==> src/ooo_params.svh <==
`ifndef OOO_PARAMS_SVH
`define OOO_PARAMS_SVH

`define XLEN        32
`define LOG_REGS    32
`define LOG_W       5
`define PHYS_REGS   64
`define PHYS_W      6
`define ROB_DEPTH   16
`define ROB_W       4
`define RS_DEPTH    8

// major opcodes handled by the core
`define OPC_OP      7'h33
`define OPC_OP_IMM  7'h13

`endif
==> src/ooo_pkg.sv <==
`include "ooo_params.svh"

package ooo_pkg;

    typedef enum logic [3:0] {
        ALU_ADD  = 4'd0,
        ALU_SUB  = 4'd1,
        ALU_SLL  = 4'd2,
        ALU_SLT  = 4'd3,
        ALU_SLTU = 4'd4,
        ALU_XOR  = 4'd5,
        ALU_SRL  = 4'd6,
        ALU_SRA  = 4'd7,
        ALU_OR   = 4'd8,
        ALU_AND  = 4'd9
    } alu_op_e;

    typedef logic [`PHYS_W-1:0] phys_tag_t;
    typedef logic [`ROB_W-1:0]  rob_idx_t;

    typedef struct packed {
        alu_op_e           alu_op;
        logic [`LOG_W-1:0] rd;
        logic [`LOG_W-1:0] rs1;
        logic [`LOG_W-1:0] rs2;
        logic              use_imm;
        logic [`XLEN-1:0]  imm;     // sign-extended I-type
    } decoded_inst_t;

    typedef struct packed {
        logic             ready;
        phys_tag_t        tag;
        logic [`XLEN-1:0] value;
    } operand_t;

    typedef struct packed {
        phys_tag_t        tag;
        rob_idx_t         rob_idx;
        logic [`XLEN-1:0] value;
    } cdb_t;

    typedef struct packed {
        logic [`LOG_W-1:0] rd;
        logic [`XLEN-1:0]  value;
    } commit_t;

endpackage

==> src/phys_reg_file.sv <==
`include "ooo_params.svh"

module phys_reg_file import ooo_pkg::*; (
    input  logic      clk,
    input  logic      arst_n,
    input  phys_tag_t rd_tag1,
    input  phys_tag_t rd_tag2,
    output operand_t  op1,
    output operand_t  op2,
    input  logic      clear_valid,
    input  phys_tag_t clear_tag,
    input  logic      cdb_valid,
    input  cdb_t      cdb
);
    logic [`XLEN-1:0]      value [`PHYS_REGS];
    logic [`PHYS_REGS-1:0] ready;

    function automatic operand_t read_tag(input phys_tag_t tag);
        operand_t op;
        op.tag   = tag;
        op.ready = ready[tag];
        op.value = value[tag];
        if (tag == '0) begin
            op.ready = 1'b1;
            op.value = '0;
        end else if (cdb_valid && cdb.tag == tag) begin
            op.ready = 1'b1;       // bypass this cycle's result
            op.value = cdb.value;
        end
        return op;
    endfunction

    always_comb begin
        op1 = read_tag(rd_tag1);
        op2 = read_tag(rd_tag2);
    end

    always_ff @(posedge clk or negedge arst_n) begin
        if (!arst_n) begin
            ready <= '1;
            for (int i = 0; i < `PHYS_REGS; i++) begin
                value[i] <= '0;
            end
        end else begin
            if (cdb_valid) begin
                value[cdb.tag] <= cdb.value;
                ready[cdb.tag] <= 1'b1;
            end
            if (clear_valid) begin
                ready[clear_tag] <= 1'b0;  // freshly renamed destination
            end
        end
    end

endmodule

==> config.mk <==
export PLATFORM = sky130hd
export DESIGN_NAME = phys_reg_file
export DESIGN_NICKNAME = d
export VERILOG_FILES = /design/src/ooo_pkg.sv /design/src/phys_reg_file.sv
export VERILOG_INCLUDE_DIRS = /design/src /design/src/src
export SDC_FILE = /design/constraint.sdc
export NUM_CORES = 2
export LEC_CHECK = 0
export ABC_CLOCK_PERIOD_IN_PS = 2350
export BUFFER_PORTS_ARGS = -buffer_cell sky130_fd_sc_hd__buf_2
export CORE_MARGIN = 8
export CORE_UTILIZATION = 36
export CTS_BUF_LIST = sky130_fd_sc_hd__clkbuf_2 sky130_fd_sc_hd__clkbuf_4 sky130_fd_sc_hd__clkbuf_8
export CTS_CLUSTER_DIAMETER = 200
export DETAILED_ROUTE_END_ITERATION = 8
export MAX_ROUTING_LAYER = met4
export SETUP_SLACK_MARGIN = 0.4
export SKIP_LAST_GASP = 1
export SLEW_MARGIN = 20
export SYNTH_ARGS = -nofsm -noshare
export SYNTH_HDL_FRONTEND = slang
export SYNTH_SLANG_ARGS = --single-unit
==> constraint.sdc <==
create_clock -name clk -period 2.35 [get_ports clk]
set_clock_uncertainty 0.15 [all_clocks]
set_input_delay 0.1175 -clock clk [delete_from_list [all_inputs] [get_ports clk]]
set_output_delay 0.1175 -clock clk [all_outputs]
set_load 0.05 [all_outputs]
* After elaboration in Yosys (flattened, before gate mapping) *
Cells that the tools add are included.

word-level totals
  bits in registers = 2112
  bits in latches = 0
  memory bits (writable) = 0
  memory bits (read-only) = 0
  input bits = 64
  output and inout port bits = 78
  word-level logic and storage cells = 117
  memories kept = 0

operators by class
  add/sub/neg operators = 0
  $mul = 0
  divide/modulo/power cells = 0
  order comparisons = 10
  eq/ne operators = 2
  shift-type cells = 0
  mux-type cells = 27
  bitwise gates (word level) = 6
  reduce and logical (&&, ||, !) cells = 7

operator list
  kind                number
  $bwmux 2048         1
  $bmux 32 s6         2
  $mux 32             9
  $demux 32 s6        1
  $mux 64             2
  $and 64x64->64      1
  $not 64->64         1
  $or 64x64->64       1
  $lt 6x7->1 const B  4
  $ge 7x7->1 const B  3
  $not 6->7           3
  $bmux 1 s6          2
  $demux 1 s6         2
  $eq 6x6->1          2
  $ge 6x1->1 const B  2
  $logic_not 6->1     2
  $mux 1              8
  $lt 7x1->1 const B  1
  $logic_and 1x1->1   5

* Logic depth before layout (Yosys ltp) *
  word-level depth = 8
  mapped depth = 10
  depth with buffers taken out = 5

* Worst setup path before layout *
Ideal clock, no wire load.

  path kind = input to output
  start point = input port rd_tag1[0]
  end point = output port op1[38] in the netlist's numbering
  arrival time = 3250 ps
  required time = 2082 ps
  setup slack = -1168 ps
  stages = 7
  buffers on the path = 3
  path through = buf_2 > buf_2 > buf_2 > mux4_2 > o21ai_0 > o21ai_0 > o311ai_0

RTL lines
  what             RTL line            text
  start, declared  phys_reg_file.sv:6  input phys_tag_t rd_tag1,
  end, declared    phys_reg_file.sv:8  output operand_t op1,

==> results_dict.tcl <==
set metrics [dict create \
    die_w_um 580 \
    crit_arrival_ns 3.33 \
    p_leak_uw 0.0651 \
    syn_inst 8092 \
    ys_seq_area_frac 0.463 \
    rsz0062_at_grt "yes" \
    core.rowCount 207 \
    final_common_cell "mux2_2" \
    nets 9194 \
    synth_cell_types 65 \
    grt_pass1_wl_um 630000 \
    dpl.cell_count 12800 \
    synth_nets 8156 \
    syn_area_mm2 0.114 \
    cts_sinks 2112 \
    dieArea_mm2 0.336 \
    synthArstFlopShare 1.00 \
    drv_cap 0 \
    slew_headroom 0.354 \
    clk_latency_ns 1.00 \
    gp_congestion 0.913 \
    synth.avg_cell_area_um2 14.1 \
    drt_pass1_iterations 6 \
    io_pins 142 \
    core_mm2 0.317 \
    drc 0 \
    critPathKind "flip-flop to output port" \
    htreeDepth 5 \
    tightest_slew_ns 0.965 \
    pre_cts_slack_ns -1.15 \
    grt_max_degree 136 \
    clk_pin_slew_ns 0.06 \
    dp_hpwl_um 290000 \
    crit_required_ns 2.08 \
    totalPowerFinal_uw 104000 \
    via_count 83000 \
    status "finished with violations" \
    synthToLayoutAreaGrowth_pct 25.2 \
    synth-seq-cells 2112 \
    initialDrtViolationCount 7973 \
    cts_buffers 368 \
    fmax_mhz 278 \
    grt-ovfl-total 0 \
    peakVddDrop_v 0.000572 \
    p_per_area_mw_per_mm2 726 \
    final_cell_mix "2306 x mux2_2, 2048 x dfrtp_1, 993 x buf_4, 735 x mux4_2, 568 x mux2i_1" \
    clockRootBuffer "clkbuf_8" \
    drtAntennaViolNets 0 \
    layout_setup_ws_ns -1.25 \
    min_period_over_period 1.53 \
    hold_viol 1 \
    first_global_vias 87000 \
    port_buffers 137 \
    die_h_um 580 \
    critPathLaunchType "flip-flop" \
    start_util 0.361 \
    violations "hold timing, setup timing" \
    synth_edf_count 0 \
    drv_slew 0 \
    hp-class "primary input to flip-flop" \
    drive_above_1_share 0.601 \
    fin_crit_ns 3.60 \
    cts_tree "built" \
    clockBufferDepth 4 \
    yosysWarnings 0 \
    antenna_found_initial 16 \
    wl_per_cell_um 32.2 \
    layoutNonFillerInstCount 13600 \
    cp_max_fo 2 \
    finalSetupViolCount 66 \
    grt_usage 0.258 \
    crit_path_end_kind "output port" \
    synth-main-ff-cell "dfrtp_1" \
    routed_wl_um 437000 \
    viasPerCell 6.11 \
    holdWs_ns -0.00104 \
]
==> repair_timing <==
action / in CTS / in global routing
gates cloned: 0 / 3
gates resized for setup: 306 / 73
hold buffers: 77 / 2
buffers inserted: 36 / 25
setup endpoints to repair: 66 / 609
hold endpoints to repair: 4224 / 2
pin swaps: 100 / 56
==> per-layer routing <==
| metal | routed length (µm) | share of wire | vias up | track usage |
|---|---|---|---|---|
| li1 | - | - | 33300 | - |
| met1 | 182000 | 0.42 | 44800 | 0.337 |
| met2 | 197000 | 0.45 | 3891 | 0.386 |
| met3 | 34300 | 0.078 | 1115 | 0.0529 |
| met4 | 24500 | 0.056 | 0 | 0.125 |
| met5 | 0 | 0 | - | - |
==> registers in the layout (all words and copies together), names as in the netlist <==
register	count
ready	64
value	2048
==> power breakdown <==
group | internal (µW) | total (µW) | switching, µW
combinational | 12200 | 22100 | 9890
sequential | 41500 | 45200 | 3730
clock | 20500 | 36700 | 16200
total | 74200 | 104000 | 29800
==> final timing paths <==
kind                                   from     endpoint  slack, ns  depth (start not counted)
worst max-delay path            value[1537]       op1[1]      -1.25                          9
min in group asynchronous            arst_n   value[986]       0.08                          4
worst max register to register    ready[18]    ready[18]       0.81                          3
worst min register to register    ready[30]    ready[30]       0.33                          2
max in group asynchronous            arst_n  value[1881]       0.77                          6
worst min-delay path                cdb[38]     ready[0]     -0.001                          7
==> area by class of cell <==
cell class,count,area (µm²)
flip-flops and latches,2112,52900
multi-input cells,5040,60400
diodes,11,27.5
clock inverters,64,601
inverters,44,166
well taps,4180,5230
fillers,27800,174000
clock buffers,572,7240
repair buffers,1564,16700
==> worst max-delay path, cell delays in order, from the launching register on <==
cell and delay [ns]:
dfrtp_1 0.39, buf_6 0.12, mux4_2 0.45, mux2i_1 0.18
buf_4 0.15, o22ai_4 0.07, nor4_4 0.48, buf_4 0.23
a21oi_4 0.08, buf_6 0.16
==> kinds of logic after synthesis <==
group           Yosys count  share of synthesized area
xor+xnor                 12                   0.000919
compound gates          840                     0.0505
mux                    3643                      0.424
simple gates            545                     0.0244
buf+inv                 940                     0.0372
flops                  2112                      0.463
==> synth_stat cells (all sizes together) (88+ instances only) <==
library cell,instances,share of area
a21oi,113,0.0049
a22o,88,0.0067
a22oi,127,0.0083
buf,441,0.021
clkbuf,455,0.015
dfrtp,2048,0.45
mux2,2325,0.23
mux2i,583,0.051
mux4,735,0.14
nand2,130,0.0043
nor3,95,0.0042
o21ai,121,0.0053
o22ai,194,0.011
==> through the flow <==
stage	setup TNS (ns)	utilization	hold WS, ns	area [µm²]
2_1_floorplan	0	-	-0.328	117000
3_3_place_gp	-38.10	0.417	-0.144	132000
3_5_place_dp	-37.98	0.417	-0.136	132000
4_1_cts	-67.35	0.449	-0.00221	143000
5_1_grt	-65.91	0.452	0.0218	143000
6_report	-60.52	0.452	-0.00104	143000
Note: power is estimated with default switching activity, not from simulation.
