--- config.mk ---
export PLATFORM = sky130hd
export DESIGN_NAME = reorder_buffer
export DESIGN_NICKNAME = d
export VERILOG_FILES = /design/src/ooo_pkg.sv /design/src/reorder_buffer.sv
export VERILOG_INCLUDE_DIRS = /design/src /design/src/src
export SDC_FILE = /design/constraint.sdc
export NUM_CORES = 1
export LEC_CHECK = 0
export BUFFER_PORTS_ARGS = -buffer_cell sky130_fd_sc_hd__buf_2
export CELL_PAD_IN_SITES_DETAIL_PLACEMENT = 1
export CELL_PAD_IN_SITES_GLOBAL_PLACEMENT = 1
export CORE_UTILIZATION = 50
export DETAILED_ROUTE_END_ITERATION = 10
export PLACE_DENSITY = 0.79
export SLEW_MARGIN = 20
export SYNTH_ARGS = -nofsm -noshare
export SYNTH_HDL_FRONTEND = slang
export SYNTH_SLANG_ARGS = --single-unit
export TNS_END_PERCENT = 5
--- constraint.sdc ---
create_clock -name clk -period 4.7 [get_ports clk]
set_input_delay 0.705 -clock clk [delete_from_list [all_inputs] [get_ports clk]]
set_output_delay 0.705 -clock clk [all_outputs]
set_load 0.02 [all_outputs]
--- src/ooo_params.svh ---
`ifndef OOO_PARAMS_SVH
`define OOO_PARAMS_SVH

`define XLEN        32
`define LOG_REGS    32
`define LOG_W       5
`define PHYS_REGS   64
`define PHYS_W      6
`define ROB_DEPTH   16
`define ROB_W       4
`define RS_DEPTH    8

// major opcodes handled by the core
`define OPC_OP      7'h33
`define OPC_OP_IMM  7'h13

`endif
--- src/ooo_pkg.sv ---
`include "ooo_params.svh"

package ooo_pkg;

    typedef enum logic [3:0] {
        ALU_ADD  = 4'd0,
        ALU_SUB  = 4'd1,
        ALU_SLL  = 4'd2,
        ALU_SLT  = 4'd3,
        ALU_SLTU = 4'd4,
        ALU_XOR  = 4'd5,
        ALU_SRL  = 4'd6,
        ALU_SRA  = 4'd7,
        ALU_OR   = 4'd8,
        ALU_AND  = 4'd9
    } alu_op_e;

    typedef logic [`PHYS_W-1:0] phys_tag_t;
    typedef logic [`ROB_W-1:0]  rob_idx_t;

    typedef struct packed {
        alu_op_e           alu_op;
        logic [`LOG_W-1:0] rd;
        logic [`LOG_W-1:0] rs1;
        logic [`LOG_W-1:0] rs2;
        logic              use_imm;
        logic [`XLEN-1:0]  imm;     // sign-extended I-type
    } decoded_inst_t;

    typedef struct packed {
        logic             ready;
        phys_tag_t        tag;
        logic [`XLEN-1:0] value;
    } operand_t;

    typedef struct packed {
        phys_tag_t        tag;
        rob_idx_t         rob_idx;
        logic [`XLEN-1:0] value;
    } cdb_t;

    typedef struct packed {
        logic [`LOG_W-1:0] rd;
        logic [`XLEN-1:0]  value;
    } commit_t;

endpackage

--- src/reorder_buffer.sv ---
`include "ooo_params.svh"

module reorder_buffer import ooo_pkg::*; (
    input  logic              clk,
    input  logic              arst_n,
    input  logic              accept,
    input  logic [`LOG_W-1:0] rd,
    input  phys_tag_t         old_tag,
    output rob_idx_t          tail_idx,
    output logic              full,
    input  logic              cdb_valid,
    input  cdb_t              cdb,
    output logic              commit_valid,
    output commit_t           commit,
    output logic              release_valid,
    output phys_tag_t         release_tag
);
    localparam int CNT_W = `ROB_W + 1;

    logic [`LOG_W-1:0]     ent_rd [`ROB_DEPTH];
    phys_tag_t             ent_old [`ROB_DEPTH];
    logic [`XLEN-1:0]      ent_value [`ROB_DEPTH];
    logic [`ROB_DEPTH-1:0] done;
    rob_idx_t              head;
    rob_idx_t              tail;
    logic [CNT_W-1:0]      count;
    logic                  retire;

    assign tail_idx = tail;
    assign full     = (count == CNT_W'(`ROB_DEPTH));
    assign retire   = (count != '0) && done[head];

    always_ff @(posedge clk or negedge arst_n) begin
        if (!arst_n) begin
            head          <= '0;
            tail          <= '0;
            count         <= '0;
            done          <= '0;
            commit_valid  <= 1'b0;
            release_valid <= 1'b0;
        end else begin
            commit_valid  <= retire;
            release_valid <= retire;
            if (retire) begin
                done[head] <= 1'b0;  // slot is clean for its next owner
                head       <= head + 1'b1;
            end
            if (accept) begin
                tail <= tail + 1'b1;
            end
            if (cdb_valid) begin
                done[cdb.rob_idx] <= 1'b1;
            end
            count <= count + CNT_W'(accept) - CNT_W'(retire);
        end
    end

    always_ff @(posedge clk) begin
        if (accept) begin
            ent_rd[tail]  <= rd;
            ent_old[tail] <= old_tag;
        end
        if (cdb_valid) begin
            ent_value[cdb.rob_idx] <= cdb.value;
        end
        if (retire) begin
            commit.rd    <= ent_rd[head];
            commit.value <= ent_value[head];
            release_tag  <= ent_old[head];  // superseded mapping
        end
    end

endmodule

# Yosys cells after proc, flatten, opt, wreduce, memory -nomap -nowiden
# Memories as Yosys holds them, arrays and structs flattened. A register that Yosys moved wholly into a read port is not among the register bits.
# Cells that the tools add are included.
# op_classes
n_reduce_logical,4
eq_ne,1
div_mod_pow,0
bitwise,3
n_shift,0
n_mul,0
n_mux,12
magnitude_cmp,4
n_addsub,4
# ops
cell,n
two-way mux 16 bit,2
bitwise AND 16 bit,1
inverter 16 bit,1
OR 16 bit,1
less-than comparator 4 x 5 -> 1 bit (second input constant),2
adder 4 x 1 -> 4 bit (second input constant),2
demux 1 bit (select 4 bit),2
greater-or-equal comparator 4 x 1 -> 1 bit (second input constant),2
two-way mux 1 bit,7
adder 5 x 1 -> 5 bit,1
equality test 5 bit (second input constant),1
nonzero test 5 bit,1
subtractor 5 x 1 -> 5 bit,1
binary-select mux 1 bit (select 4 bit),1
logical AND 1 bit,3
# word_totals
reg_bits,30
in_bits,57
romBits,0
output_inout_bits,50
memories,3
mem_bits_rw,688
latchBits,0
word_cells,36
# memory_table
name,words,word_bits,rd,rd_ports_with_merged_regs,write_ports,line_no,source
ent_value,16,32,1,1,1,reorder_buffer.sv:22,logic [`XLEN-1:0] ent_value [`ROB_DEPTH];
ent_old,16,6,1,1,1,reorder_buffer.sv:21,phys_tag_t ent_old [`ROB_DEPTH];
ent_rd,16,5,1,1,1,reorder_buffer.sv:20,logic [`LOG_W-1:0] ent_rd [`ROB_DEPTH];

# Longest topological paths before layout
# logic_depth
depth_word,9
depth_mapped,17
mapped_depth_nobuf,16

# Least setup slack after synthesis
# Ideal clock, no wire load.
# synth_timing
path_kind,reg-to-reg
start,register head[1]
end,register count[4]
period_less_slack_ps,4002
path_slack_ps,698
path_buffers,1
stages_incl_launch_ff,15
required_time_ps,4575
t_arrival_ps,3877
setup_ps,125
cell_sequence,dfrtp_1 buf_4 mux2i_1 mux4_2 o31ai_4 ha_1 inv_1 ha_1 inv_1 fa_1 inv_1 a21oi_1 nor2_1 nor2_1 xnor2_1
# synth_via
elab_chain_cells,4
# synth_rtl
item,line_no,source
from (decl),reorder_buffer.sv:24,rob_idx_t head;
from (signal assigned),reorder_buffer.sv:46,head <= head + 1'b1;
binary-select mux 1 bit (select 4 bit),reorder_buffer.sv:31,assign retire = (count != '0) && done[head];
two-way mux 1 bit (implied by the code),reorder_buffer.sv:31,
logical AND 1 bit,reorder_buffer.sv:31,
named net retire,reorder_buffer.sv:27,logic retire;
subtractor 5 x 1 -> 5 bit,reorder_buffer.sv:54,count <= count + CNT_W'(accept) - CNT_W'(retire);
to (signal assigned),reorder_buffer.sv:54,
to (decl),reorder_buffer.sv:26,logic [CNT_W-1:0] count;
# The timed path passes the listed nets, and every way through them passes these cells. The select of a mux whose other input is x is not followed.
# A chain may end at the register's enable or synchronous reset.

# Worst setup path in the final report
# Same ends and word-level chain as after synthesis.

==> impl_metrics.toml <==
[clock_network]
clockBufferDepth = 3
post-cts-setup-buffers = 0
cts.sinks = 761
hold_buffers = 0
numCtsBuffers = 76
cts_tree = "built"
cts-root-buf = "clkbuf_16"
insertion_delay_ns = 0.63
clk_pin_slew_worst_paths_ns = 0.06
cts_resized = 0
ctsHtreeMaxLevel = 3

[global_route]
antenna_found_initial = 5
grt_usage = 0.226
grt_overflow = 0
grt_pass1_wl_mm = 95.3
first_global_vias = 14200
grt_max_degree = 65

[setup_path]
cp_max_fo = 37
path_common_cell = "inv_1"
crit_path_end_kind = "flip-flop"
reg2reg_from = "head[1]$_DFFE_PN0N_"
slowest_delay_ns = 0.80
crit_required_ns = 5.19
path_class = "reg2reg"
start_kind = "flip-flop"
crit_slowest_cell = "dfrtp_4"
rr_endpoint = "count[4]$_DFF_PN0_"
cp.arrival_ns = 3.87
rrSetupSlack_ns = 1.32
cp_cell_sequence = "mux2i_1 -> mux4_2 -> o31ai_4 -> ha_1 -> inv_1 -> ha_1 -> inv_1 -> fa_1 -> inv_1 -> a21oi_1 -> nor2_1 -> nor2_1 -> xnor2_1"
reg2reg_depth = 13

[layout]
final_nets = 1410
multi_input_area_sq_mm = 0.00605
seqCellArea_sq_mm = 0.0227
postLayoutCoreUtil = 0.578
final.fill_count = 4690
area_growth_pct = 13.2
fin_cells = 2154
drive_above_1_share = 0.321

[synth]
synthesis.instances = 1184
synth.most_common_cell = "edfxtp_1"
synth_edf_count = 731
ys_types = 38
syn_nets = 1256
synthArstFlopShare = 0.0394
synth.largest_area_cell = "edfxtp_1"
ys.flop_type = "edfxtp_1"
yosys_warnings = 0
ys_seq_area_frac = 0.782
synthTopCellsByArea = "edfxtp_1 76%, mux4_2 15%, dfrtp_1 2.6%"
synthTopCellsByCount = "731 x edfxtp_1, 192 x mux4_2, 30 x dfrtp_1"
netlist_area_sq_mm = 0.0290
yosysTopAreaCellShare = 0.756
ys_seq_elements = 761
synth_area_per_cell_sq_um = 24.5

[worst_hold_path]
hold_path.class = "in2async"

[timing]
finalHoldViolCount = 0
setup_viol = 0
maxSlewViolCount = 0
fin_worst_skew_ns = 0.0443
fin_setup_tns_ns = 0
grt_setup_unrepaired = "false"
fin_hold_ws_ns = 0.159
slew-limit-headroom = 0.310
period_minus_slack_ns = 3.38
finalCritPeriodShare = 0.720
tightest_slew_ns = 1.03
fmax_mhz = 296

[floorplanning]
fp-row-count = 87
io-pin-count = 107
fp.dieW_microns = 243
start_util = 0.510
core_sq_mm = 0.0569
dieArea_sq_mm = 0.0591
die_h_microns = 243

[outcome]
status = "complete, no violations"

[power]
powerDensity_mw_per_mm2 = 600
p_leak_nw = 10.7
ir_drop_mv = 0.606

[drt]
wirelength_mm = 65.3
drc = 0
ant_nets = 0
vias = 13100
drtPass1Iterations = 7
via_per_inst = 6.09
wl_per_cell_microns = 30.3
drtIter0Drc = 1161

[place]
placedCellCount = 2016
gp_congestion = 0.745
dpl.hpwl_mm = 34.4
io_buffers = 100

[job]
drv_cap = 0
-- stage by stage --
stage                     instance area (sq um)  worst slack [ns]  power, mW
final                                     32900              1.32       19.7
after global routing                      32900              1.08       20.5
after CTS                                 32900              1.33       19.9
after detailed placement                  30500              1.33       14.0
after global placement                    30500              1.39       13.8
after floorplan                           29000             0.698       12.6
-- state kept, by name, indices dropped and copies added (netlist names) --
signal / cells
commit: 37
count: 5
done: 16
ent_old: 96
ent_rd: 80
ent_value: 512
head: 4
release_tag: 6
release_valid: 1
tail_idx: 4
-- worst max-delay path by stage --
stage | start | endpoint | depth (start not counted)
floorplan | head[1]$_DFFE_PN0N_ | count[4]$_DFF_PN0_ | 14
global placement | head[0]$_DFFE_PN0N_ | count[4]$_DFF_PN0_ | 13
detailed placement | head[0]$_DFFE_PN0N_ | count[4]$_DFF_PN0_ | 13
CTS | head[1]$_DFFE_PN0N_ | count[4]$_DFF_PN0_ | 13
global route | head[3]$_DFFE_PN0N_ | count[4]$_DFF_PN0_ | 13
finish | head[1]$_DFFE_PN0N_ | count[4]$_DFF_PN0_ | 13
-- layer usage --
| metal | part of all wire | GRT usage |
|---|---|---|
| met3 | 0.071 | 0.0458 |
| met1 | 0.39 | 0.295 |
| met4 | 0.026 | 0.0692 |
| met5 | 0.00054 | 0 |
| met2 | 0.51 | 0.386 |
-- where the power goes --
part	switching (mW)	internal (mW)	total, mW
Combinational	2.69	2.42	5.11
Sequential	0.461	8.27	8.74
Clock	2.51	3.38	5.88
Total	5.66	14.1	19.7
-- cell usage in the layout (no fill, tap or decap), types with 14 or more instances in the layout --
master	netlist	layout
edfxtp_1	731	731
mux4_2	192	192
buf_2	10	100
clkbuf_16	0	78
buf_4	4	28
dfrtp_1	30	27
nand2_1	26	26
mux4_1	25	25
clkinv_2	0	17
a21o_1	17	17
and2_1	16	16
clkbuf_1	17	16
inv_1	16	15
clkinv_1	0	15
ha_1	14	14
-- cells by family after synthesis --
logic type                 after synthesis  synth area share
AOI/OAI and AO/OA                       26           0.00711
xor gates and xnor gates                 8           0.00241
adders and majority gates               15           0.00672
buffers and inverters                   68            0.0139
DFF                                    761             0.782
muxes                                  224             0.174
and+or+nand+nor                         82            0.0142
-- cell type report --
type	count	area share
tap	756	0.0288
clock inverter	41	0.0118
multi-input combinational	355	0.184
inverter	16	0.00186
clock buffer	94	0.0612
timing repair buffer	128	0.0216
antenna	3	0.000228
sequential	761	0.691
-- critical path, delay by kind of cell (launching register included) --
kind,cells,cell delay [ns]
AOI/OAI and AO/OA,2,0.28
xor gates and xnor gates,1,0.12
adders and majority gates,3,0.85
buffers and inverters,3,0.21
DFF,1,0.80
muxes,2,0.82
and+or+nand+nor,2,0.17
(Power assumes the default switching activity.)
