### config.mk
export PLATFORM = sky130hd
export DESIGN_NAME = rename_unit
export DESIGN_NICKNAME = d
export VERILOG_FILES = /design/src/ooo_pkg.sv /design/src/rename_unit.sv
export VERILOG_INCLUDE_DIRS = /design/src /design/src/src
export SDC_FILE = /design/constraint.sdc
export NUM_CORES = 1
export LEC_CHECK = 0
export ABC_CLOCK_PERIOD_IN_PS = 6400
export BUFFER_PORTS_ARGS = -buffer_cell sky130_fd_sc_hd__buf_2
export CAP_MARGIN = 20
export CORE_MARGIN = 3
export CORE_UTILIZATION = 70
export CTS_BUF_LIST = sky130_fd_sc_hd__clkbuf_4 sky130_fd_sc_hd__clkbuf_8
export CTS_CLUSTER_SIZE = 30
export DETAILED_ROUTE_END_ITERATION = 6
export PLACE_DENSITY = 0.88
export SETUP_SLACK_MARGIN = 0.15
export SLEW_MARGIN = 20
export SYNTH_ARGS = -nofsm -noshare
export SYNTH_HDL_FRONTEND = slang
export SYNTH_SLANG_ARGS = --single-unit
### constraint.sdc
create_clock -name clk -period 6.4 [get_ports clk]
set_input_delay 0.32 -clock clk [delete_from_list [all_inputs] [get_ports clk]]
set_output_delay 0.32 -clock clk [all_outputs]
set_load 0.005 [all_outputs]
### src/ooo_params.svh
`ifndef OOO_PARAMS_SVH
`define OOO_PARAMS_SVH

`define XLEN        32
`define LOG_REGS    32
`define LOG_W       5
`define PHYS_REGS   64
`define PHYS_W      6
`define ROB_DEPTH   16
`define ROB_W       4
`define RS_DEPTH    8

// major opcodes handled by the core
`define OPC_OP      7'h33
`define OPC_OP_IMM  7'h13

`endif
### src/ooo_pkg.sv
`include "ooo_params.svh"

package ooo_pkg;

    typedef enum logic [3:0] {
        ALU_ADD  = 4'd0,
        ALU_SUB  = 4'd1,
        ALU_SLL  = 4'd2,
        ALU_SLT  = 4'd3,
        ALU_SLTU = 4'd4,
        ALU_XOR  = 4'd5,
        ALU_SRL  = 4'd6,
        ALU_SRA  = 4'd7,
        ALU_OR   = 4'd8,
        ALU_AND  = 4'd9
    } alu_op_e;

    typedef logic [`PHYS_W-1:0] phys_tag_t;
    typedef logic [`ROB_W-1:0]  rob_idx_t;

    typedef struct packed {
        alu_op_e           alu_op;
        logic [`LOG_W-1:0] rd;
        logic [`LOG_W-1:0] rs1;
        logic [`LOG_W-1:0] rs2;
        logic              use_imm;
        logic [`XLEN-1:0]  imm;     // sign-extended I-type
    } decoded_inst_t;

    typedef struct packed {
        logic             ready;
        phys_tag_t        tag;
        logic [`XLEN-1:0] value;
    } operand_t;

    typedef struct packed {
        phys_tag_t        tag;
        rob_idx_t         rob_idx;
        logic [`XLEN-1:0] value;
    } cdb_t;

    typedef struct packed {
        logic [`LOG_W-1:0] rd;
        logic [`XLEN-1:0]  value;
    } commit_t;

endpackage

### src/rename_unit.sv
`include "ooo_params.svh"

module rename_unit import ooo_pkg::*; (
    input  logic              clk,
    input  logic              arst_n,
    input  logic              alloc,
    input  logic [`LOG_W-1:0] rs1,
    input  logic [`LOG_W-1:0] rs2,
    input  logic [`LOG_W-1:0] rd,
    input  logic              release_valid,
    input  phys_tag_t         release_tag,
    output phys_tag_t         src1_tag,
    output phys_tag_t         src2_tag,
    output phys_tag_t         new_tag,
    output phys_tag_t         old_tag
);
    localparam int FL_DEPTH = `PHYS_REGS - `LOG_REGS;
    localparam int FL_W     = $clog2(FL_DEPTH);

    phys_tag_t       rat [`LOG_REGS];
    phys_tag_t       free_list [FL_DEPTH];
    logic [FL_W-1:0] fl_head;
    logic [FL_W-1:0] fl_tail;

    // x0 keeps tag 0 forever
    assign src1_tag = rat[rs1];
    assign src2_tag = rat[rs2];
    assign new_tag  = free_list[fl_head];

    // x0 writes give their own tag back at commit
    assign old_tag  = (rd == '0) ? new_tag : rat[rd];

    always_ff @(posedge clk or negedge arst_n) begin
        if (!arst_n) begin
            for (int i = 0; i < `LOG_REGS; i++) begin
                rat[i] <= phys_tag_t'(i);
            end
            for (int i = 0; i < FL_DEPTH; i++) begin
                free_list[i] <= phys_tag_t'(`LOG_REGS + i);
            end
            fl_head <= '0;
            fl_tail <= '0;  // list starts full
        end else begin
            if (alloc) begin
                fl_head <= fl_head + 1'b1;
                if (rd != '0) begin
                    rat[rd] <= new_tag;
                end
            end
            // never overruns, in-flight count is bounded by the ROB
            if (release_valid) begin
                free_list[fl_tail] <= release_tag;
                fl_tail            <= fl_tail + 1'b1;
            end
        end
    end

endmodule

# Yosys cells after proc, flatten, opt, wreduce, memory -nomap -nowiden
# Index checks and enable logic that the tools add are counted.
totals:
  register_bits: 394
  inputBits: 25
  output_inout_bits: 24
  wordCells: 104
classes:
  addsub: 2
  magnitude_cmp: 7
  n_mux: 19
  bitwise_logic: 5
  n_reduce_logical: 5
ops:
  columns: ["cell", "count"]
  rows:
  - ["$bwmux 192", 2]
  - ["$bmux 6 s5", 4]
  - ["$mux 6", 11]
  - ["$demux 6 s5", 2]
  - ["$ge 6x6->1 const B", 5]
  - ["$not 5->6", 5]
  - ["$lt 6x1->1 const B", 2]
  - ["$add 5x1->5 const B", 2]
  - ["$logic_not 5->1", 1]
  - ["$reduce_bool 5->1", 1]
  - ["$logic_and 1x1->1", 2]
  - ["$reduce_and 2->1", 1]

# Longest topological paths before layout
depth:
  depth_word: 6
  mapped_depth: 10
  mapped_depth_nobuf: 5

# Least setup slack after synthesis
# Ideal clock, no wire load.
synth_timing:
  path_type: "register to output"
  startpoint: "register fl_head[1]"
  endpoint: "output old_tag[4]"
  arrival_time_ns: 2.212
  required_ns: 6.080
  path_slack_ns: 3.868
  stages_incl_launch_ff: 8
  n_path_buf: 2
  path_cell_list: "dfrtp_1 > buf_6 > mux4_2 > and3_1 > or4_1 > o32a_2 > buf_6 > o22a_1"
synth_between:
  elab_chain_cells: 5
synth_rtl:
  columns: ["item", "line", "text"]
  rows:
  - ["from (decl)", "rename_unit.sv:22", "logic [FL_W-1:0] fl_head;"]
  - ["from (signal assigned)", "rename_unit.sv:45", "fl_head <= fl_head + 1'b1;"]
  - ["$not 5->6 (implied by the code)", "rename_unit.sv:28", "assign new_tag = free_list[fl_head];"]
  - ["$bmux 6 s5", "rename_unit.sv:28", null]
  - ["$mux 6 (implied by the code) (2 in a row)", "rename_unit.sv:28", null]
  - ["net new_tag[4]", "rename_unit.sv:14", "output phys_tag_t new_tag,"]
  - ["$mux 6", "rename_unit.sv:31", "assign old_tag = (rd == '0) ? new_tag : rat[rd];"]
  - ["to (decl)", "rename_unit.sv:15", "output phys_tag_t old_tag"]
# The timed path passes the listed nets, and every way through them passes these cells. The select of a mux whose other input is x is not followed.

# Worst setup path after layout
layout_timing:
  startpoint: "register fl_head[2]"
  endpoint: "output old_tag[0]"
layout_between:
  elab_chain_cells: 5
layout_rtl:
  columns: ["item", "line"]
  rows:
  - ["$not 5->6 (implied by the code)", "rename_unit.sv:28"]
  - ["$bmux 6 s5", "rename_unit.sv:28"]
  - ["$mux 6 (implied by the code) (2 in a row)", "rename_unit.sv:28"]
  - ["$mux 6", "rename_unit.sv:31"]
# No other way between the ends. The select of a mux whose other input is x is not followed.

==> results by group <==
Status
  – Status: finished, final reports clean

Placed design
  – DPL Wire Length: about 34000 µm
  – Buffers on Ports: between 40 and 50
  – Routability cong.: 0.988
  – Cell total after placement: around 1700

Timing
  – Fin. max-slew vios: 0
  – Period utilisation layout: approximately two thirds
  – Worst Skew: 0.0421 ns
  – Max-Slew Margin vs Limit: about a quarter
  – Finish-stage setup viols: 0
  – Hold Vio Cnt, Final: 0
  – RSZ-0062 raised after global routing: no
  – Period minus WS final: 4.33 ns
  – Worst Max-Slew Pin Slew: between 1 and 1.5 ns
  – Setup tns final: 0 ns
  – Fmax: about 230 MHz

Synth
  – EDFF count, synth: 0
  – Synth top area share: around a quarter
  – Main synth FF type: dfrtp_1
  – Syn nets: ~1400
  – Yosys warnings: 0
  – Sequential share of the synthesized area: 47.3%
  – Syn avg cell area: roughly 15 µm²
  – Top cell type by total area after synthesis: dfrtp_1
  – Post-Synthesis Cells: 1396
  – Post-Syn Area: around 21000 µm²
  – Async set-reset flop share out of synthesis: 100%
  – Synth top area cells: dfrtp_1 24%, dfstp_2 24%, mux2_2 21%
  – Register bit total from synthesis: between 300 and 400
  – Post-synth cell types: 46

Layout
  – ANT cells: 0
  – Ratio of cells with drive above 1 in the final layout: 67.2%
  – Layout Nets: approximately 1400
  – Post-Layout Cell Count: between 1500 and 2000
  – # fillers: between 1500 and 2000
  – Syn-to-layout area delta: 8.63%

Critical path
  – CP Class: reg2out
  – Path depth of the worst reg2reg path: 6
  – R2R Setup Slk: 2.78 ns
  – CP Capture Type: output port
  – Largest fanout on the critical path: 25
  – Data arrival time of the critical path: between 4 and 5 ns
  – Startpoint types: flop
  – WP data required: 6.08 ns

Clock tree
  – Post-CTS Setup Bufs: 0
  – Worst-path clk slew: 0.07 ns
  – Resized cells post-CTS: 0
  – Sink Count: 394
  – Clk root buf: clkbuf_8
  – Clk buf depth: 3
  – Worst skew pair latency: between 0.6 and 0.7 ns
  – CTS tree: done
  – Num CTS Buffers: 67
  – H-tree levels: 3

Floorplan
  – Initial core utilization: a little under three quarters
  – Die X: between 150 and 200 µm
  – Die height: 181 µm
  – CORE AREA: 29900 µm²
  – # IOs: just under 50
  – Die area: approximately 33000 µm²
  – Site Rows: 63

Power and ir drop
  – Switching Fraction: around 34%
  – Clock Power Share: between 20 and 25%
  – Maximum vdd drop: about 0.28 mV
  – Combinational share of power: around a third
  – P_sw: around 3.6 mW
  – Pint: about 7.1 mW
  – Part of the power in registers: a little over two fifths
  – Leakage power: ~9.6 nW
  – Cell Pwr Density: 465 nW/µm²

Drt
  – ANT nets after route: 0
  – Via density: around 7.3
  – Routed vias: approximately 13000
  – DR pass1 iterations: 5
  – Iter 0 DRT Violations: 1738
  – Routed len/inst: 28.3 µm
  – Drt total wl: 52600 µm
  – DRC viols: 0

Hold path
  – Worst hold-check path type: in2reg
  – Hold depth: 2

Global route
  – First-pass GRT wire length: ~83000 µm
  – Total gr overflow: 0
  – Total track usage: roughly 33%
  – Largest net degree at the start of global routing: 127
  – Antenna violations before repair: 1
  – Vias in the first global route: about 14000

Job
  – MaxCap Viol Count: 0
[registers in the layout, summed over array words and instances, names as in the netlist]
register and cells:
rat 192, fl_tail 5, fl_head 5, free_list 192
[repair_timing]
action,4_1_cts,5_1_grt
endpoints found under the hold margin,67,0
hold buffers,1,0
setup endpoints to repair,0,0
[cells in the mapped netlist (8+ instances only)]
cell / instances
dfstp_2: 192
mux2_2: 398
dfrtp_1: 202
nand3_1: 16
buf_2: 22
mux2i_1: 43
a21oi_1: 10
mux4_2: 194
a22oi_1: 12
o22ai_1: 8
nand4_1: 8
nand2_1: 34
buf_4: 8
buf_1: 9
o21ai_0: 10
clkbuf_1: 70
nor2_1: 67
a211oi_1: 8
nor2b_1: 8
o221ai_1: 8
[layer usage]
metal | global-route usage, % | wire length [µm]
met5 | 0 | 0
met4 | 15.3 | 2790
met2 | 52.7 | 26000
met1 | 44.3 | 19500
met3 | 5.77 | 4380
[cell families after synthesis]
logic type | synth area share [%]
AND/OR/NAND/NOR | 3.59
multiplexers | 43.6
XOR/XNOR | 0.287
flip-flops | 47.3
adder cells (fa/ha/maj) | 0.293
AO/OA/AOI/OAI | 2.41
buffers and inverters | 2.50
[layout make-up]
type                    count  area [µm²]  area share (%)
well taps                 390         488            2.10
flip-flops and latches    394       10100            43.6
repair buffers             65         412            1.77
clock buffers             115        1380            5.96
inverters                   3        11.3          0.0486
multi-input cells         885       10700            46.3
clock inverters             8        56.3           0.243
[cell usage in the layout (no fill, tap or decap), drive strengths merged, types with 5 or more instances in the layout]
cell,instances
nand4,8
a211oi,8
dfrtp,202
o22ai,8
dfstp,192
a21oi,10
ha,5
o21ai,10
nor2,67
mux4,194
nand2,34
nand3b,6
mux2i,43
nand3,16
o221ai,8
mux2,400
nor2b,8
or2,5
a22oi,12
clkbuf,115
xnor2,5
buf,64
[metrics by stage]
stage	power [mW]	hold WS [ns]	area (µm²)	worst slack (ns)	util, %
4_1_cts	10.7	0.0255	23200	2.18	77.5
3_5_place_dp	8.30	0.384	21700	2.86	72.7
6_report	10.8	0.0563	23200	2.07	77.6
5_1_grt	11.2	0.0698	23200	1.92	77.6
2_1_floorplan	7.14	0.0244	21300	3.87	-
3_3_place_gp	8.04	0.379	21700	2.95	72.7
[power by group through the flow]
stage	Combinational, mW	Clock, mW	Sequential [mW]
floorplan	2.93	0	4.21
global placement	3.51	0	4.53
detailed placement	3.65	0	4.65
CTS	3.69	2.43	4.62
global route	3.93	2.54	4.78
finish	3.74	2.40	4.64
[worst max-delay path, cell delays in order, from the launching register on]
cell and delay, ns:
dfrtp_1 0.98, nand3_1 0.55, o221ai_1 0.45, a21oi_1 0.11, a22oi_2 0.90, o32a_1 0.31, buf_2 0.11
[worst paths after layout]
kind | to | start
setup reg to reg | rat[126] | fl_head[2]
setup / recovery | old_tag[0] | fl_head[2]
max in group asynchronous | rat[109] | arst_n
hold / removal | fl_tail[0] | release_valid
hold reg to reg | rat[191] | rat[191]
min in group asynchronous | rat[66] | arst_n
Note: power is estimated with default switching activity, not from simulation.
