<file path="config.mk">
export PLATFORM = sky130hd
export DESIGN_NAME = inst_decoder
export DESIGN_NICKNAME = d
export VERILOG_FILES = /design/src/ooo_pkg.sv /design/src/inst_decoder.sv
export VERILOG_INCLUDE_DIRS = /design/src /design/src/src
export SDC_FILE = /design/constraint.sdc
export NUM_CORES = 1
export LEC_CHECK = 0
export ABC_CLOCK_PERIOD_IN_PS = 1300
export BUFFER_PORTS_ARGS = -buffer_cell sky130_fd_sc_hd__buf_2
export CORE_UTILIZATION = 27
export DETAILED_ROUTE_END_ITERATION = 6
export MAX_ROUTING_LAYER = met4
export PLACE_DENSITY = 0.81
export SYNTH_ARGS = -nofsm -noshare
export SYNTH_HDL_FRONTEND = slang
export SYNTH_SLANG_ARGS = --single-unit
export TNS_END_PERCENT = 20
</file>
<file path="constraint.sdc">
create_clock -name vclk -period 1.3
set_clock_uncertainty 0.2 [all_clocks]
set_input_delay 0.26 -clock vclk [all_inputs]
set_output_delay 0.26 -clock vclk [all_outputs]
set_load 0.02 [all_outputs]
</file>
<file path="src/ooo_params.svh">
`ifndef OOO_PARAMS_SVH
`define OOO_PARAMS_SVH

`define XLEN        32
`define LOG_REGS    32
`define LOG_W       5
`define PHYS_REGS   64
`define PHYS_W      6
`define ROB_DEPTH   16
`define ROB_W       4
`define RS_DEPTH    8

// major opcodes handled by the core
`define OPC_OP      7'h33
`define OPC_OP_IMM  7'h13

`endif
</file>
<file path="src/ooo_pkg.sv">
`include "ooo_params.svh"

package ooo_pkg;

    typedef enum logic [3:0] {
        ALU_ADD  = 4'd0,
        ALU_SUB  = 4'd1,
        ALU_SLL  = 4'd2,
        ALU_SLT  = 4'd3,
        ALU_SLTU = 4'd4,
        ALU_XOR  = 4'd5,
        ALU_SRL  = 4'd6,
        ALU_SRA  = 4'd7,
        ALU_OR   = 4'd8,
        ALU_AND  = 4'd9
    } alu_op_e;

    typedef logic [`PHYS_W-1:0] phys_tag_t;
    typedef logic [`ROB_W-1:0]  rob_idx_t;

    typedef struct packed {
        alu_op_e           alu_op;
        logic [`LOG_W-1:0] rd;
        logic [`LOG_W-1:0] rs1;
        logic [`LOG_W-1:0] rs2;
        logic              use_imm;
        logic [`XLEN-1:0]  imm;     // sign-extended I-type
    } decoded_inst_t;

    typedef struct packed {
        logic             ready;
        phys_tag_t        tag;
        logic [`XLEN-1:0] value;
    } operand_t;

    typedef struct packed {
        phys_tag_t        tag;
        rob_idx_t         rob_idx;
        logic [`XLEN-1:0] value;
    } cdb_t;

    typedef struct packed {
        logic [`LOG_W-1:0] rd;
        logic [`XLEN-1:0]  value;
    } commit_t;

endpackage

</file>
<file path="src/inst_decoder.sv">
`include "ooo_params.svh"

module inst_decoder import ooo_pkg::*; (
    input  logic [`XLEN-1:0] inst,
    output decoded_inst_t    dec,
    output logic             legal
);
    logic [6:0] opcode;
    logic [2:0] funct3;
    logic [6:0] funct7;
    logic       is_op;
    logic       is_op_imm;

    assign opcode    = inst[6:0];
    assign funct3    = inst[14:12];
    assign funct7    = inst[31:25];
    assign is_op     = (opcode == `OPC_OP);
    assign is_op_imm = (opcode == `OPC_OP_IMM);

    always_comb begin
        dec.rd      = inst[11:7];
        dec.rs1     = inst[19:15];
        dec.rs2     = inst[24:20];
        dec.use_imm = is_op_imm;
        dec.imm     = {{(`XLEN-12){inst[31]}}, inst[31:20]};
        case (funct3)
            3'b000:  dec.alu_op = (is_op && funct7[5]) ? ALU_SUB : ALU_ADD; // no subi
            3'b001:  dec.alu_op = ALU_SLL;
            3'b010:  dec.alu_op = ALU_SLT;
            3'b011:  dec.alu_op = ALU_SLTU;
            3'b100:  dec.alu_op = ALU_XOR;
            3'b101:  dec.alu_op = funct7[5] ? ALU_SRA : ALU_SRL;
            3'b110:  dec.alu_op = ALU_OR;
            default: dec.alu_op = ALU_AND;
        endcase

        legal = 1'b0;
        if (is_op) begin
            legal = (funct7 == 7'h00) ||
                    (funct7 == 7'h20 && (funct3 == 3'b000 || funct3 == 3'b101));
        end else if (is_op_imm) begin
            case (funct3)
                3'b001:  legal = (funct7 == 7'h00);
                3'b101:  legal = (funct7 == 7'h00) || (funct7 == 7'h20);
                default: legal = 1'b1;  // upper imm bits are payload
            endcase
        end
    end

endmodule

</file>
Yosys cells after proc, flatten, opt, wreduce, memory -nomap -nowiden
Index checks and enable logic that the tools add are counted.
W data, S select, Z words.

cells by class
  add/subtract/negate cells = 0
  multipliers = 0
  div/mod/pow operators = 0
  magnitude comparators = 0
  eq/ne operators = 9
  shifts and indexed selects = 0
  multiplexer cells = 6
  bitwise gates (word level) = 0
  reductions and logical operators = 7

operators with widths
  operator              number
  $pmux W4 S7           1
  $eq A7 B6 Y1 const B  2
  $eq A3 B3 Y1 const B  3
  $eq A7 B5 Y1 const B  1
  $logic_not A7 Y1      1
  $eq A3 B2 Y1 const B  2
  $mux W1               4
  $eq A3 B1 Y1 const B  1
  $logic_not A3 Y1      1
  $logic_or A1 B1 Y1    3
  $logic_and A1 B1 Y1   2
  $pmux W1 S2           1

storage, ports and cells
  bits in registers = 0
  bits in latches = 0
  memory bits (writable) = 0
  bits in read-only memories = 0
  input bits = 32
  logic and storage cells = 22
  memories = 0

Depth between registers and ports, before layout
Gate-level depths: netlist of the first run.

  depth in word-level cells = 5
  mapped depth = 4

Worst setup path after synthesis of the first run
OpenSTA, ideal clock, no wires.

  path kind = input to output
  from = in inst[2]
  to = out dec[48] in the netlist's numbering
  arrival time = 1.245 ns
  required time = 0.840 ns
  slack = -0.405 ns
  cell stages on the path = 3
  cell sequence = and4bb_2 a41oi_1 a211oi_1

RTL lines
  element      RTL line           RTL
  from (decl)  inst_decoder.sv:4  input logic [`XLEN-1:0] inst,
  to (decl)    inst_decoder.sv:5  output decoded_inst_t dec,

Worst setup path in the final report of the first run
  from = in inst[14]
  to = out legal

between the ends
  longest elaborated chain between the ends = 5

ends and longest elaborated chain
  element                                                               RTL line            RTL
  parallel branches: the longest is 4 deep, another holds $eq A3 B3 Y1  -
  $mux W1 (*)                                                           inst_decoder.sv:38  if (is_op) begin
  to (decl)                                                             inst_decoder.sv:6   output logic legal

Every way passes the cells marked *.

==> impl_metrics.py, run 1 <==
metrics = {
    "route": {
        "post-route-drc-count": 0,
        "ant_nets": 0,
        "post_drt_via_cell_ratio": 4.06,
        "vias": 430,
        "dr.first_iter.drc_count": 2,
        "wirelength_um": 1010,
        "firstDrtPassIters": 2,
        "avgRoutedWirePerCell_um": 9.54,
    },
    "grt": {
        "grt_pass1_vias": 329,
        "grt_overflow": 0,
        "grt_max_degree": 22,
        "grtUsageTotal": 0.0829,
        "grt_pass1_wl_um": 1300,
        "antenna_found_initial": 0,
    },
    "power": {
        "leakagePower_nw": 0.293,
        "p_seq_frac": 0,
        "switching_share": 0.587,
        "ir_drop_mv": 0.114,
        "p_int_w": 0.0000905,
        "p_comb_frac": 1.000,
        "clock_power_share": 0,
        "p_per_area_nw_per_um2": 405,
        "p_sw_w": 0.000129,
    },
    "min_path": {
        "hold_depth": 0,
        "min_to": "dec[45]",
        "worstHoldStart": "inst[9]",
        "hp-class": "primary input to output port",
    },
    "worst_setup_path": {
        "cp_max_fo": 2,
        "endpoint_kind": "output port",
        "crit_required_ps": 840,
        "arrival_ps": 1270,
        "critPathKind": "primary input to output port",
        "startpoint_type": "primary input",
    },
    "layout": {
        "syn_to_final_growth_pct": 3.85,
        "drive_gt1_frac": 0.778,
        "n_antenna_cell": 0,
        "register_area_um2": 0,
        "multi_input_area_um2": 183,
        "fin_nets": 115,
        "clkbuf_count": 0,
        "stdcell_count": 106,
        "nFillCells": 210,
        "mostFrequentLayoutCell": "buf_2",
        "design.seq.count": 0,
        "mostFrequentLayoutCells": "45 x buf_2, 10 x buf_4, 3 x nor2_1",
    },
    "timing": {
        "finalSetupViolations": 5,
        "setup_slack_ps": -429,
        "fmax_ghz": 0.578,
        "min_period_ps": 1730,
        "final_max_slew_viol_count": 0,
        "worst_pin_slew_ps": 319,
        "hold_viol_final": 0,
        "setup-tns-final_ps": -1320,
        "timing.hold.ws_ps": 320,
        "finalCritPeriodShare": 1.33,
        "rsz0062_at_grt": "true",
        "relSlewSlack": 0.786,
    },
    "floorplanning": {
        "initial_core_util": 0.295,
        "die_w_um": 45.9,
        "fp.dieH_um": 45.9,
        "core_area_um2": 1760,
        "rows": 15,
        "die_area_um2": 2110,
        "ios": 85,
    },
    "yosys": {
        "postSynthCellCount": 72,
        "ys_warn_count": 0,
        "synth_nets": 104,
        "netlist_area_um2": 520,
        "yosysSeqAreaShare": 0,
        "synth.distinct_cells": 20,
        "syn_avg_cell_area_um2": 7.23,
    },
    "placed_design": {
        "numPortBuffers": 50,
        "dp_hpwl_um": 884,
        "dp_cells": 106,
        "gp_congestion": 0.641,
    },
    "clock_network": {
        "post_cts_buffers": 0,
    },
    "flow_run": {
        "timing.max_cap.violations": 0,
    },
    "status": {
        "status": "finished with violations",
        "violations": "negative setup slack",
    },
}
cell usage after synthesis:
library cell,count,area share
nand3b_1,1,0.014
o2111a_1,1,0.022
o21ai_0,3,0.029
and2_1,1,0.012
or2_2,1,0.012
or4b_1,1,0.019
nor4_1,1,0.012
nand2_1,1,0.0072
nand3_1,1,0.0096
nor2_1,3,0.022
nand4_1,1,0.012
and4bb_2,1,0.024
a211oi_1,1,0.014
o22ai_2,1,0.024
nand2b_1,2,0.024
or2b_1,1,0.014
buf_4,48,0.69
nor2b_1,1,0.012
inv_1,1,0.0072
a41oi_1,1,0.017
power groups by stage:
stage | logic [W] | clock network (W) | registers (W)
floorplan | 0.000253 | 0 | 0
global placement | 0.000207 | 0 | 0
detailed placement | 0.000210 | 0 | 0
CTS | 0.000216 | 0 | 0
global route | 0.000235 | 0 | 0
finish | 0.000219 | 0 | 0
per-layer routing:
metal | vias up | routed length (µm) | global-route usage
li1 | 211 | - | -
met1 | 185 | 329 | 0.0767
met4 | 0 | 6 | 0.0118
met3 | 2 | 108 | 0.0119
met5 | - | 0 | -
met2 | 32 | 566 | 0.175
per-stage QoR:
stage / worst slack [ps] / power (W) / area [µm²] / utilization
after CTS: -448 / 0.000216 / 528 / 0.299
after global routing: -457 / 0.000235 / 541 / 0.306
final: -429 / 0.000219 / 541 / 0.306
after detailed placement: -506 / 0.000210 / 507 / 0.287
after floorplan: -242 / 0.000253 / 533 / -
after global placement: -443 / 0.000207 / 507 / 0.287
worst max-delay path: stages:
cell      delay, ps
buf_6            90
or4b_4          510
o2111a_1        150
o22ai_4         110
buf_6           140
area by class of cell:
cell class | count | share of cell area
inverters | 1 | 0.00694
well taps | 25 | 0.0579
multi-input cells | 23 | 0.338
repair buffers | 57 | 0.597
worst max-delay path by stage:
stage	start	to	slack (ps)	cells past startpoint
after floorplan	inst[13]	legal	-240	3
after global placement	inst[13]	legal	-440	5
after detailed placement	inst[13]	legal	-510	5
after CTS	inst[14]	legal	-450	5
after global routing	inst[14]	legal	-460	5
final	inst[14]	legal	-430	5
what timing repair did:
action	4_1_cts	5_1_grt
hold buffers	0	0
endpoints found under the setup margin	5	5
pin swaps	1	1
gates resized for setup	7	3
logic make-up after synthesis:
group                  count (synthesis)  synth area share
buffers and inverters                 49             0.700
and+or+nand+nor                       16             0.195
AOI/OAI and AO/OA                      7             0.106
(Power assumes the default switching activity.)
==> run 2, diff against run 1 <==
Settings changed: TNS_END_PERCENT 20 to default.
==> impl_metrics.py, run 2 (synthesis results as in run 1) <==
metrics = {
    "placed_design": {
        "dp_hpwl_um": 891,
        "pre_cts_slack_ps": -470,
        "numPortBuffers": 50,
        "gp_congestion": 0.608,
        "place_area_um2": 507,
    },
    "layout": {
        "utilization": 0.359,
        "finalInstanceArea_um2": 633,
        "fin_nets": 121,
        "nFillCells": 203,
        "syn_to_final_growth_pct": 21.6,
        "n_antenna_cell": 0,
        "design.seq.count": 0,
        "register_area_um2": 0,
        "drive_gt1_frac": 0.816,
        "clkbuf_count": 0,
        "mostFrequentLayoutCells": "41 x buf_2, 12 x buf_6, 10 x buf_4",
        "multi_input_area_um2": 180,
        "mostFrequentLayoutCell": "buf_2",
    },
    "timing": {
        "setup-tns-final_ps": -1470,
        "rsz0062_at_grt": "true",
        "finalSetupViolations": 6,
        "setup_slack_ps": -425,
        "worst_pin_slew_ps": 324,
        "hold_viol_final": 0,
        "finalCritPeriodShare": 1.33,
        "fmax_ghz": 0.580,
        "min_period_ps": 1720,
        "final_max_slew_viol_count": 0,
        "relSlewSlack": 0.782,
    },
    "worst_setup_path": {
        "startpoint_type": "primary input",
        "slowest_delay_ps": 510,
        "critPathSlowestCell": "or4b_1",
        "critPathKind": "primary input to output port",
        "crit_chain": "buf_6, or4b_1, o2111a_1, o22ai_4, buf_6",
        "endpoint_kind": "output port",
        "crit_required_ps": 840,
        "path_buf_inv": 2,
        "cpMostUsedCell": "buf_6",
        "cp_max_fo": 2,
        "arrival_ps": 1260,
        "crit_family": "simple AND/OR/NAND/NOR gates",
    },
    "route": {
        "post_drt_via_cell_ratio": 4.20,
        "wirelength_um": 1170,
        "dr.first_iter.drc_count": 2,
        "ant_nets": 0,
        "vias": 470,
        "avgRoutedWirePerCell_um": 10.4,
        "post-route-drc-count": 0,
        "firstDrtPassIters": 2,
    },
    "floorplanning": {
        "initial_core_util": 0.295,
        "die_area_um2": 2110,
        "core_area_um2": 1760,
        "ios": 85,
        "rows": 15,
        "fp.dieH_um": 45.9,
        "die_w_um": 45.9,
    },
    "power": {
        "p_per_area_nw_per_um2": 401,
        "leakagePower_nw": 0.337,
        "ir_drop_mv": 0.171,
    },
    "grt": {
        "grtUsageTotal": 0.0978,
        "grt_pass1_wl_um": 1550,
        "grt_overflow": 0,
        "grt_pass1_vias": 397,
        "antenna_found_initial": 0,
        "grt_max_degree": 22,
    },
    "status": {
        "violations": "negative setup slack",
        "status": "finished with violations",
    },
    "flow_run": {
        "timing.max_cap.violations": 0,
    },
    "min_path": {
        "hp-class": "primary input to output port",
    },
    "clock_network": {
        "cts_hold_buf": 0,
    },
}
==> run 2: timing repair <==
| action | 4_1_cts | 5_1_grt |
|---|---|---|
| resized for setup | 18 | 6 |
| setup buffers | 5 | 1 |
| gates cloned | 0 | 0 |
| pin swaps | 1 | 2 |
| setup endpoints to repair | 5 | 6 |
==> run 2: cell type report <==
class | count | area share
multi-input cells | 23 | 0.285
well taps | 25 | 0.0494
repair buffers | 63 | 0.656
inverters | 1 | 0.00988
==> run 2: path summary, 6_finish.rpt <==
check,end,cells after the start,startpoint
max,legal,5,inst[13]
min,dec[38],0,inst[15]
==> run 2: power by group <==
| group | leakage [nW] | internal (W) | switching [W] |
|---|---|---|---|
| Sequential | 0 | 0 | 0 |
| Clock | 0 | 0 | 0 |
| Combinational | 0.337 | 0.000117 | 0.000137 |
==> run 2: metrics by stage <==
step	total power (W)	std cells	hold slack [ps]
after floorplan	0.000254	72	410
after global placement	0.000208	106	320
after detailed placement	0.000211	106	320
after CTS	0.000242	111	320
after global routing	0.000271	112	320
final	0.000254	112	320
==> run 2: metal layers <==
| layer | GRT usage | wire length, µm | vias to the layer above |
|---|---|---|---|
| met5 | - | 0 | - |
| met3 | 0.00794 | 110 | 6 |
| li1 | - | - | 227 |
| met4 | 0.0235 | 36 | 0 |
| met1 | 0.0953 | 384 | 199 |
| met2 | 0.200 | 635 | 38 |
==> run 3, diff against run 2 <==
Settings changed: PLACE_DENSITY 0.81 to default, PLACE_DENSITY_LB_ADDON from default to 0.05.
==> impl_metrics.py, run 3 (synthesis results as in run 1) <==
metrics = {
    "status": {
        "status": "finished with violations",
        "violations": "negative setup slack",
    },
    "route": {
        "ant_nets": 0,
        "post-route-drc-count": 0,
        "dr.first_iter.drc_count": 6,
        "wirelength_um": 1110,
        "vias": 426,
        "post_drt_via_cell_ratio": 3.98,
        "firstDrtPassIters": 4,
        "avgRoutedWirePerCell_um": 10.4,
    },
    "layout": {
        "drive_gt1_frac": 0.793,
        "syn_to_final_growth_pct": 9.62,
        "multi_input_area_um2": 178,
        "nFillCells": 230,
        "design.seq.count": 0,
        "mostFrequentLayoutCells": "43 x buf_2, 8 x buf_6, 7 x buf_4",
        "fin_nets": 116,
        "clkbuf_count": 0,
        "n_antenna_cell": 0,
        "utilization": 0.323,
        "mostFrequentLayoutCell": "buf_2",
        "register_area_um2": 0,
        "stdcell_count": 107,
    },
    "timing": {
        "rsz0062_at_grt": "true",
        "worst_pin_slew_ps": 249,
        "final_max_slew_viol_count": 0,
        "setup_slack_ps": -431,
        "finalCritPeriodShare": 1.33,
        "min_period_ps": 1730,
        "finalSetupViolations": 5,
        "hold_viol_final": 0,
        "fmax_ghz": 0.578,
        "relSlewSlack": 0.833,
    },
    "power": {
        "p_per_area_nw_per_um2": 405,
        "total_power_w": 0.000231,
        "ir_drop_mv": 0.125,
        "leakagePower_nw": 0.306,
    },
    "floorplanning": {
        "die_w_um": 45.9,
        "core_area_um2": 1760,
        "die_area_um2": 2110,
        "rows": 15,
        "initial_core_util": 0.295,
        "fp.dieH_um": 45.9,
        "ios": 85,
    },
    "placed_design": {
        "numPortBuffers": 50,
        "dp_hpwl_um": 878,
        "gp_congestion": 0.616,
        "dp_cells": 105,
    },
    "worst_setup_path": {
        "crit_required_ps": 840,
        "startpoint_type": "primary input",
        "cp_max_fo": 2,
        "endpoint_kind": "output port",
        "critPathKind": "primary input to output port",
        "arrival_ps": 1270,
    },
    "grt": {
        "grt_pass1_wl_um": 1590,
        "grt_max_degree": 14,
        "grtUsageTotal": 0.102,
        "grt_pass1_vias": 362,
        "antenna_found_initial": 0,
        "grt_overflow": 0,
    },
    "min_path": {
        "min_to": "dec[38]",
        "hp-class": "primary input to output port",
        "worstHoldStart": "inst[15]",
        "hold_depth": 0,
    },
    "flow_run": {
        "timing.max_cap.violations": 0,
    },
}
-- run 3: worst max-delay path by stage --
stage | startpoint | end | cells past startpoint
after floorplan | inst[13] | legal | 3
after global placement | inst[13] | legal | 5
after detailed placement | inst[13] | legal | 5
after CTS | inst[13] | legal | 5
after global routing | inst[13] | legal | 5
final | inst[13] | legal | 5
-- run 3: area by class of cell --
class / instances / area share
timing repair buffer: 58 / 0.627
inverter: 1 / 0.00658
multi-input combinational: 23 / 0.311
tap: 25 / 0.0548
-- run 3: where the power goes --
group / internal, W / switching [W]
clock network: 0 / 0
registers: 0 / 0
logic: 0.000100 / 0.000131
-- run 3: timing repair --
action	in CTS	in global routing
buffers inserted	2	0
pin swaps	1	2
gates resized for setup	10	6
endpoints found under the setup margin	5	7
hold buffers	0	0
-- run 3: layer usage --
| metal | up-vias | GRT usage | share of wire | wire length [µm] |
|---|---|---|---|---|
| li1 | 212 | - | - | - |
| met1 | 183 | 0.137 | 0.39 | 428 |
| met2 | 26 | 0.169 | 0.50 | 553 |
| met3 | 5 | 0 | 0.10 | 112 |
| met4 | 0 | 0.0235 | 0.014 | 16 |
| met5 | - | - | 0 | 0 |
-- run 3: critical path, cell delays in order --
cell      delay, ps
buf_6           100
or4b_4          520
o2111a_1        160
o22ai_4         100
buf_6           140
-- run 3: stage by stage --
step,area [µm²],worst slack (ps),hold slack (ps),setup TNS (ps)
after CTS,552,-437,320,-1490
after floorplan,533,-242,410,-527
final,571,-431,320,-1470
after global placement,499,-470,320,-1530
after global routing,571,-478,320,-1750
after detailed placement,499,-476,320,-1520
